==> src/hdl/rvv_cfg_pkg.sv <==
// Sizes of the vector multiply back end: datapath, uop station and result ports
// Referenced by scoped name from the RTL

`default_nettype none

package rvv_cfg_pkg;

  // Datapath
  localparam int VLEN      = 128;
  localparam int SEW       = 32;
  localparam int NUM_ELEM  = VLEN / SEW;
  localparam int ROB_IDX_W = 5;
  localparam int FUNCT6_W  = 6;

  // Station and result ports
  localparam int RS_DEPTH  = 4;
  localparam int RS_PTR_W  = $clog2(RS_DEPTH);
  localparam int NUM_MUL   = 2;
  localparam int NUM_PORT  = 2;

endpackage

`default_nettype wire

==> src/hdl/rvv_mul_rs.sv <==
// In-order reservation station for multiply uops
// One push port, the two oldest entries visible at once, pop of one or two per cycle

`default_nettype none

module rvv_mul_rs (
  input  wire                                                     clk,
  input  wire                                                     arst_n,
  input  wire                                                     in_valid,
  output logic                                                    in_ready,
  input  wire [rvv_cfg_pkg::FUNCT6_W-1:0]                         in_funct6,
  input  wire [rvv_cfg_pkg::VLEN-1:0]                             in_vs2,
  input  wire [rvv_cfg_pkg::VLEN-1:0]                             in_vs1,
  input  wire [rvv_cfg_pkg::VLEN-1:0]                             in_vd,
  input  wire [rvv_cfg_pkg::ROB_IDX_W-1:0]                        in_rob_idx,
  output logic [rvv_cfg_pkg::NUM_MUL-1:0][rvv_cfg_pkg::FUNCT6_W-1:0]  head_funct6,
  output logic [rvv_cfg_pkg::NUM_MUL-1:0][rvv_cfg_pkg::VLEN-1:0]      head_vs2,
  output logic [rvv_cfg_pkg::NUM_MUL-1:0][rvv_cfg_pkg::VLEN-1:0]      head_vs1,
  output logic [rvv_cfg_pkg::NUM_MUL-1:0][rvv_cfg_pkg::VLEN-1:0]      head_vd,
  output logic [rvv_cfg_pkg::NUM_MUL-1:0][rvv_cfg_pkg::ROB_IDX_W-1:0] head_rob_idx,
  output logic                                                    rs_empty,
  output logic                                                    rs_one_left,
  input  wire [rvv_cfg_pkg::NUM_MUL-1:0]                          rs_pop
);

  localparam int PW = rvv_cfg_pkg::RS_PTR_W;

  logic [rvv_cfg_pkg::FUNCT6_W-1:0]  mem_funct6  [rvv_cfg_pkg::RS_DEPTH];
  logic [rvv_cfg_pkg::VLEN-1:0]      mem_vs2     [rvv_cfg_pkg::RS_DEPTH];
  logic [rvv_cfg_pkg::VLEN-1:0]      mem_vs1     [rvv_cfg_pkg::RS_DEPTH];
  logic [rvv_cfg_pkg::VLEN-1:0]      mem_vd      [rvv_cfg_pkg::RS_DEPTH];
  logic [rvv_cfg_pkg::ROB_IDX_W-1:0] mem_rob_idx [rvv_cfg_pkg::RS_DEPTH];

  logic [PW-1:0] rd_ptr;
  logic [PW-1:0] wr_ptr;
  logic [PW:0]   count;
  logic [PW:0]   pop_num;
  logic          push;

  assign in_ready    = count != rvv_cfg_pkg::RS_DEPTH;
  assign push        = in_valid && in_ready;
  assign rs_empty    = count == '0;
  assign rs_one_left = count == 1;

  always_comb begin
    pop_num = '0;
    for (int i = 0; i < rvv_cfg_pkg::NUM_MUL; i++) begin
      pop_num = pop_num + rs_pop[i];
    end
  end

  // Pointers wrap naturally with a power-of-two depth
  always_ff @(posedge clk or negedge arst_n) begin
    if (!arst_n) begin
      rd_ptr <= '0;
      wr_ptr <= '0;
      count  <= '0;
    end else begin
      rd_ptr <= rd_ptr + pop_num[PW-1:0];
      wr_ptr <= wr_ptr + {{(PW-1){1'b0}}, push};
      count  <= count + {{PW{1'b0}}, push} - pop_num;
    end
  end

  always_ff @(posedge clk) begin
    if (push) begin
      mem_funct6[wr_ptr]  <= in_funct6;
      mem_vs2[wr_ptr]     <= in_vs2;
      mem_vs1[wr_ptr]     <= in_vs1;
      mem_vd[wr_ptr]      <= in_vd;
      mem_rob_idx[wr_ptr] <= in_rob_idx;
    end
  end

  // Head i is the i-th oldest entry
  for (genvar i = 0; i < rvv_cfg_pkg::NUM_MUL; i++) begin : g_head
    logic [PW-1:0] idx;

    assign idx = rd_ptr + (PW)'(i);
    assign head_funct6[i]  = mem_funct6[idx];
    assign head_vs2[i]     = mem_vs2[idx];
    assign head_vs1[i]     = mem_vs1[idx];
    assign head_vd[i]      = mem_vd[idx];
    assign head_rob_idx[i] = mem_rob_idx[idx];
  end

endmodule

`default_nettype wire

==> config.mk <==
export PLATFORM = sky130hd
export DESIGN_NAME = rvv_mul_rs
export DESIGN_NICKNAME = d
export VERILOG_FILES = /design/src/hdl/rvv_cfg_pkg.sv /design/src/hdl/rvv_mul_rs.sv
export SDC_FILE = /design/constraint.sdc
export NUM_CORES = 2
export LEC_CHECK = 0
export BUFFER_PORTS_ARGS = -buffer_cell sky130_fd_sc_hd__buf_2
export CORE_MARGIN = 2
export CORE_UTILIZATION = 30
export CTS_CLUSTER_DIAMETER = 80
export DETAILED_ROUTE_END_ITERATION = 12
export PLACE_DENSITY_LB_ADDON = 0.12
export SYNTH_ARGS = -nofsm -noshare
export SYNTH_HDL_FRONTEND = slang
export SYNTH_SLANG_ARGS = --single-unit
==> constraint.sdc <==
create_clock -name clk -period 68.3 [get_ports clk]
set_input_delay 3.415 -clock clk [delete_from_list [all_inputs] [get_ports clk]]
set_output_delay 3.415 -clock clk [all_outputs]
set_load 0.02 [all_outputs]
* Word level (Yosys, flattened, before mapping) *
Memory sizes are Yosys's and may differ from the RTL's.
Cells that the tools add are included.

word-level totals
  latch bits = 0
  output and inout port bits = 793
  bits of input ports = 400
  register bits after elaboration = 7
  word-level logic and storage cells = 20
  ROM bits = 0
  memories kept = 5
  RAM bits = 1580

memories
  memory       depth  width  read ports  clocked after memory_dff  wr ports  RTL line          source
  mem_vd       4      128    2           0                         1         rvv_mul_rs.sv:31  logic [rvv_cfg_pkg::VLEN-1:0] mem_vd [rvv_cfg_pkg::RS_DEPTH];
  mem_vs1      4      128    2           0                         1         rvv_mul_rs.sv:30  logic [rvv_cfg_pkg::VLEN-1:0] mem_vs1 [rvv_cfg_pkg::RS_DEPTH];
  mem_vs2      4      128    2           0                         1         rvv_mul_rs.sv:29  logic [rvv_cfg_pkg::VLEN-1:0] mem_vs2 [rvv_cfg_pkg::RS_DEPTH];
  mem_funct6   4      6      2           0                         1         rvv_mul_rs.sv:28  logic [rvv_cfg_pkg::FUNCT6_W-1:0] mem_funct6 [rvv_cfg_pkg::RS_DEPTH];
  mem_rob_idx  4      5      2           0                         1         rvv_mul_rs.sv:32  logic [rvv_cfg_pkg::ROB_IDX_W-1:0] mem_rob_idx [rvv_cfg_pkg::RS_DEPTH];

operators by class
  shift operators = 0
  equal/unequal tests = 2
  add/subtract/negate cells = 6
  reduce and logical (&&, ||, !) cells = 2
  bitwise operators = 0
  div/mod/pow operators = 0
  $mul = 0
  multiplexer cells = 2
  order comparisons = 0

operator list
  operator                                                          number
  3-bit by 1-bit adder with 3-bit output                            1
  3-bit by 1-bit == test with 1-bit output (second input constant)  1
  3-bit zero test                                                   1
  3-bit != test (second input constant)                             1
  3-bit by 2-bit subtractor with 3-bit output                       1
  1-bit by 1-bit adder with 2-bit output                            1
  2-bit by 1-bit adder with 2-bit output                            1
  2-bit by 1-bit adder with 2-bit output (second input constant)    1
  2-bit adder                                                       1
  1-bit two-way mux                                                 2
  1-bit logical AND                                                 1

* Depth between registers and ports, before layout *
  depth after elaboration = 4
  gate-level depth with buffers = 8
  gate-level depth less buffers = 8

* Worst setup path before layout *
Ideal clock, no wire load.

  path type = input -> register
  start point = input port in_valid
  end point = memory mem_funct6[2][0] (netlist bit), enable pin
  path slack = 34717 ps
  setup time = 1718 ps
  data required time = 66582 ps
  path buffers = 0
  data arrival time = 31865 ps
  cell stages on the path = 2
  cells stage by stage = nand2b_1 -> nor3b_1

on the way
  word-level cells in the longest chain between the ends = 3

ends and longest elaborated chain
  item                                     RTL line          source
  start: declaration                       rvv_mul_rs.sv:9   input wire in_valid,
  1-bit logical AND                        rvv_mul_rs.sv:41  assign push = in_valid && in_ready;
  1-bit two-way mux                        rvv_mul_rs.sv:66  if (push) begin
  1-bit two-way mux (not written as such)  rvv_mul_rs.sv:67  mem_funct6[wr_ptr] <= in_funct6;
  end: declaration                         rvv_mul_rs.sv:28

Every way passes these cells.

==> qor.yml <==
worst_setup_path:
  critPathArrivalTime_ns: 5.69
  critPathMaxFanout: 73
  critPathTopFamily: "buffers and inverters"
  setup.worst_path.class: "flip-flop to output port"
  end_kind: "output port"
  critical_path.most_common_cell: "buf_4"
  startpoint_type: "flip-flop"
  critPathRequiredTime_ns: 64.89
  slowest_delay_ns: 0.88
  cp_slowest_cell: "buf_4"
  crit_buf_inv: 5
  cp_cell_sequence: "buf_4, buf_4, buf_4, buf_4, mux4_2, buf_2"
drt:
  wirelength_mm: 206
  routed_via_density: 5.00
  vias: 34900
  dr.pass1.iters: 5
  wl_per_cell_um: 29.5
  drt_iter0_markers: 2252
  drc: 0
  antenna_left: 0
finish:
  final_common_cell: "edfxtp_1"
  finalNonFillerCells: 6981
  final_net_count: 4240
  drive_gt1_share_pct: 56.9
  syn_to_final_growth_pct: 22.3
  most-common-layout-cells: "edfxtp_1 (1580), buf_2 (1192), mux4_2 (790)"
  fill_cells: 20500
  finalInstanceArea_mm2: 0.0816
  final-seq-area_mm2: 0.0476
  multi_input_area_mm2: 0.0181
yosys:
  synth_area_mm2: 0.0667
  synth_enable_flop_cells: 1580
  syn-mean-instance-area_um2: 25.8
  ys_types: 23
  syn_inst: 2588
  ys_seq_elements: 1587
  syn-num-nets: 2993
  seq_area_frac_synth_pct: 71.4
  yosysWarnings: 0
  synthArstFlopShare_pct: 0.441
  synth_ff_type: "edfxtp_1"
placement:
  io_buffers: 1192
  dpl_worst_slack_ns: 59.95
  dpl_cell_area_mm2: 0.0759
  dp_cells: 6626
  hpwl_mm: 144
  gp_congestion: 0.831
power:
  vdd_drop_max_v: 0.0000343
  leakagePower_nw: 27.4
  p_per_area_mw_per_mm2: 51.8
  p_switching_w: 0.00167
  p_int_w: 0.00256
  switching_share_pct: 39.5
  seq_power_share_pct: 32.5
  power_frac_comb_pct: 45.5
  p_clk_share_pct: 22.0
clocking:
  numCtsBuffers: 182
  cts_root_buf: "clkbuf_16"
  clk_latency_ns: 0.83
  postCtsSetupBuffers: 0
  tritoncts: "yes"
  cts_buffer_depth: 3
  cts_sinks: 1587
  cts_hold_buffers: 0
  path_clk_slew_ns: 0.06
  ctsResizeCount: 0
  htreeDepth: 4
die:
  io-pin-count: 1193
  start_util_pct: 30.1
  rows: 173
  fp.dieH_um: 476
  die_w_um: 476
  core_mm2: 0.222
  fp.dieArea_mm2: 0.226
sta:
  hold_viol: 0
  fmax_mhz: 110
  fin_crit_sh_pct: 13.3
  fin_tns_setup_ns: 0
  fin_skew_ns: 0.0382
  period_needed_ns: 9.11
  tightest_slew_ns: 1.15
  setup_viol: 0
  maxSlewViolCount: 0
  slew-limit-headroom_pct: 23.4
  fin_ws_ns: 59.19
  rsz0062_at_grt: "false"
  holdWs_ns: 0.616
global_routing:
  grt_util_met1_pct: 20.0
  grt_pass1_wl_mm: 284
  grt_use_met3_pct: 7.66
  grt_use_total_pct: 17.7
  overflow: 0
  grt_busiest_layer: "met2"
  grt_max_degree: 163
  grt_pass1_vias: 36100
  grt_use_met2_pct: 29.8
  antenna_found_initial: 113
job:
  cap_viol_max_count: 0
outcome:
  status: "finished clean"
worst_hold_path:
  hold_path.class: "flip-flop to flip-flop"
[kinds of logic (layout without fill, tap and decap cells)]
kind of cell	count (synthesis)	after routing	synth area share (%)
buffers and inverters	181	1570	1.60
AOI/OAI and AO/OA	4	4	0.0469
and+or+nand+nor	17	17	0.186
DFF	1587	1587	71.4
other	0	29	0
xor gates and xnor gates	4	4	0.0525
muxes	790	790	26.7
adders and majority gates	5	5	0.105
[synth_stat cells (3+ instances only)]
cell	instances	area, um2
ha_1	4	50.1
buf_6	11	124
xnor2_1	4	35.0
edfxtp_1	1580	47400
clkbuf_1	6	22.5
dfrtp_1	7	175
nor3_1	3	15.0
buf_4	59	443
mux4_2	790	17800
nor3b_1	3	22.5
nand2b_1	4	25.0
inv_1	5	18.8
buf_2	65	325
buf_1	35	131
[flip-flops by register name, summed over array words and instances (netlist names)]
signal and count:
mem_vd 512, mem_vs1 512, mem_vs2 512, mem_funct6 24, mem_rob_idx 20, count 3, rd_ptr 2, wr_ptr 2
[worst paths after layout]
check	startpoint	end	slack [ns]	depth (start not counted)
worst max-delay path	rd_ptr[1]	head_vs1[174]	59.19	6
worst min-delay path	count[2]	count[2]	0.62	1
worst max register to register	count[2]	mem_vd[3][95]	64.02	6
worst min register to register	count[2]	count[2]	0.62	1
max in group asynchronous	arst_n	rd_ptr[0]	65.65	1
min in group asynchronous	arst_n	wr_ptr[1]	2.45	1
[metal layers]
layer	vias to the layer above	routed length [um]
li1	14300	-
met1	18700	74700
met2	1359	102000
met3	448	21400
met4	76	7130
met5	-	493
[final cells by class]
cell class | instances | area share (%)
sequential | 1587 | 58.3
inverter | 5 | 0.0230
timing repair buffer | 1239 | 7.91
tap | 2975 | 4.56
clock inverter | 92 | 1.05
antenna | 29 | 0.0889
multi-input combinational | 820 | 22.1
clock buffer | 234 | 5.90
[per-stage QoR]
step	total power (W)	util, %
after floorplan	0.00285	-
after global placement	0.00337	34.2
after detailed placement	0.00337	34.2
after CTS	0.00432	36.8
after global routing	0.00444	36.8
final	0.00423	36.8
[power groups by stage]
stage / Combinational [W] / Sequential, W / Clock (W)
finish: 0.00193 / 0.00138 / 0.000931
global route: 0.00204 / 0.00139 / 0.000999
detailed placement: 0.00197 / 0.00140 / 0
global placement: 0.00198 / 0.00139 / 0
CTS: 0.00198 / 0.00138 / 0.000963
floorplan: 0.00129 / 0.00156 / 0
Power figures use the tool's default switching activity.
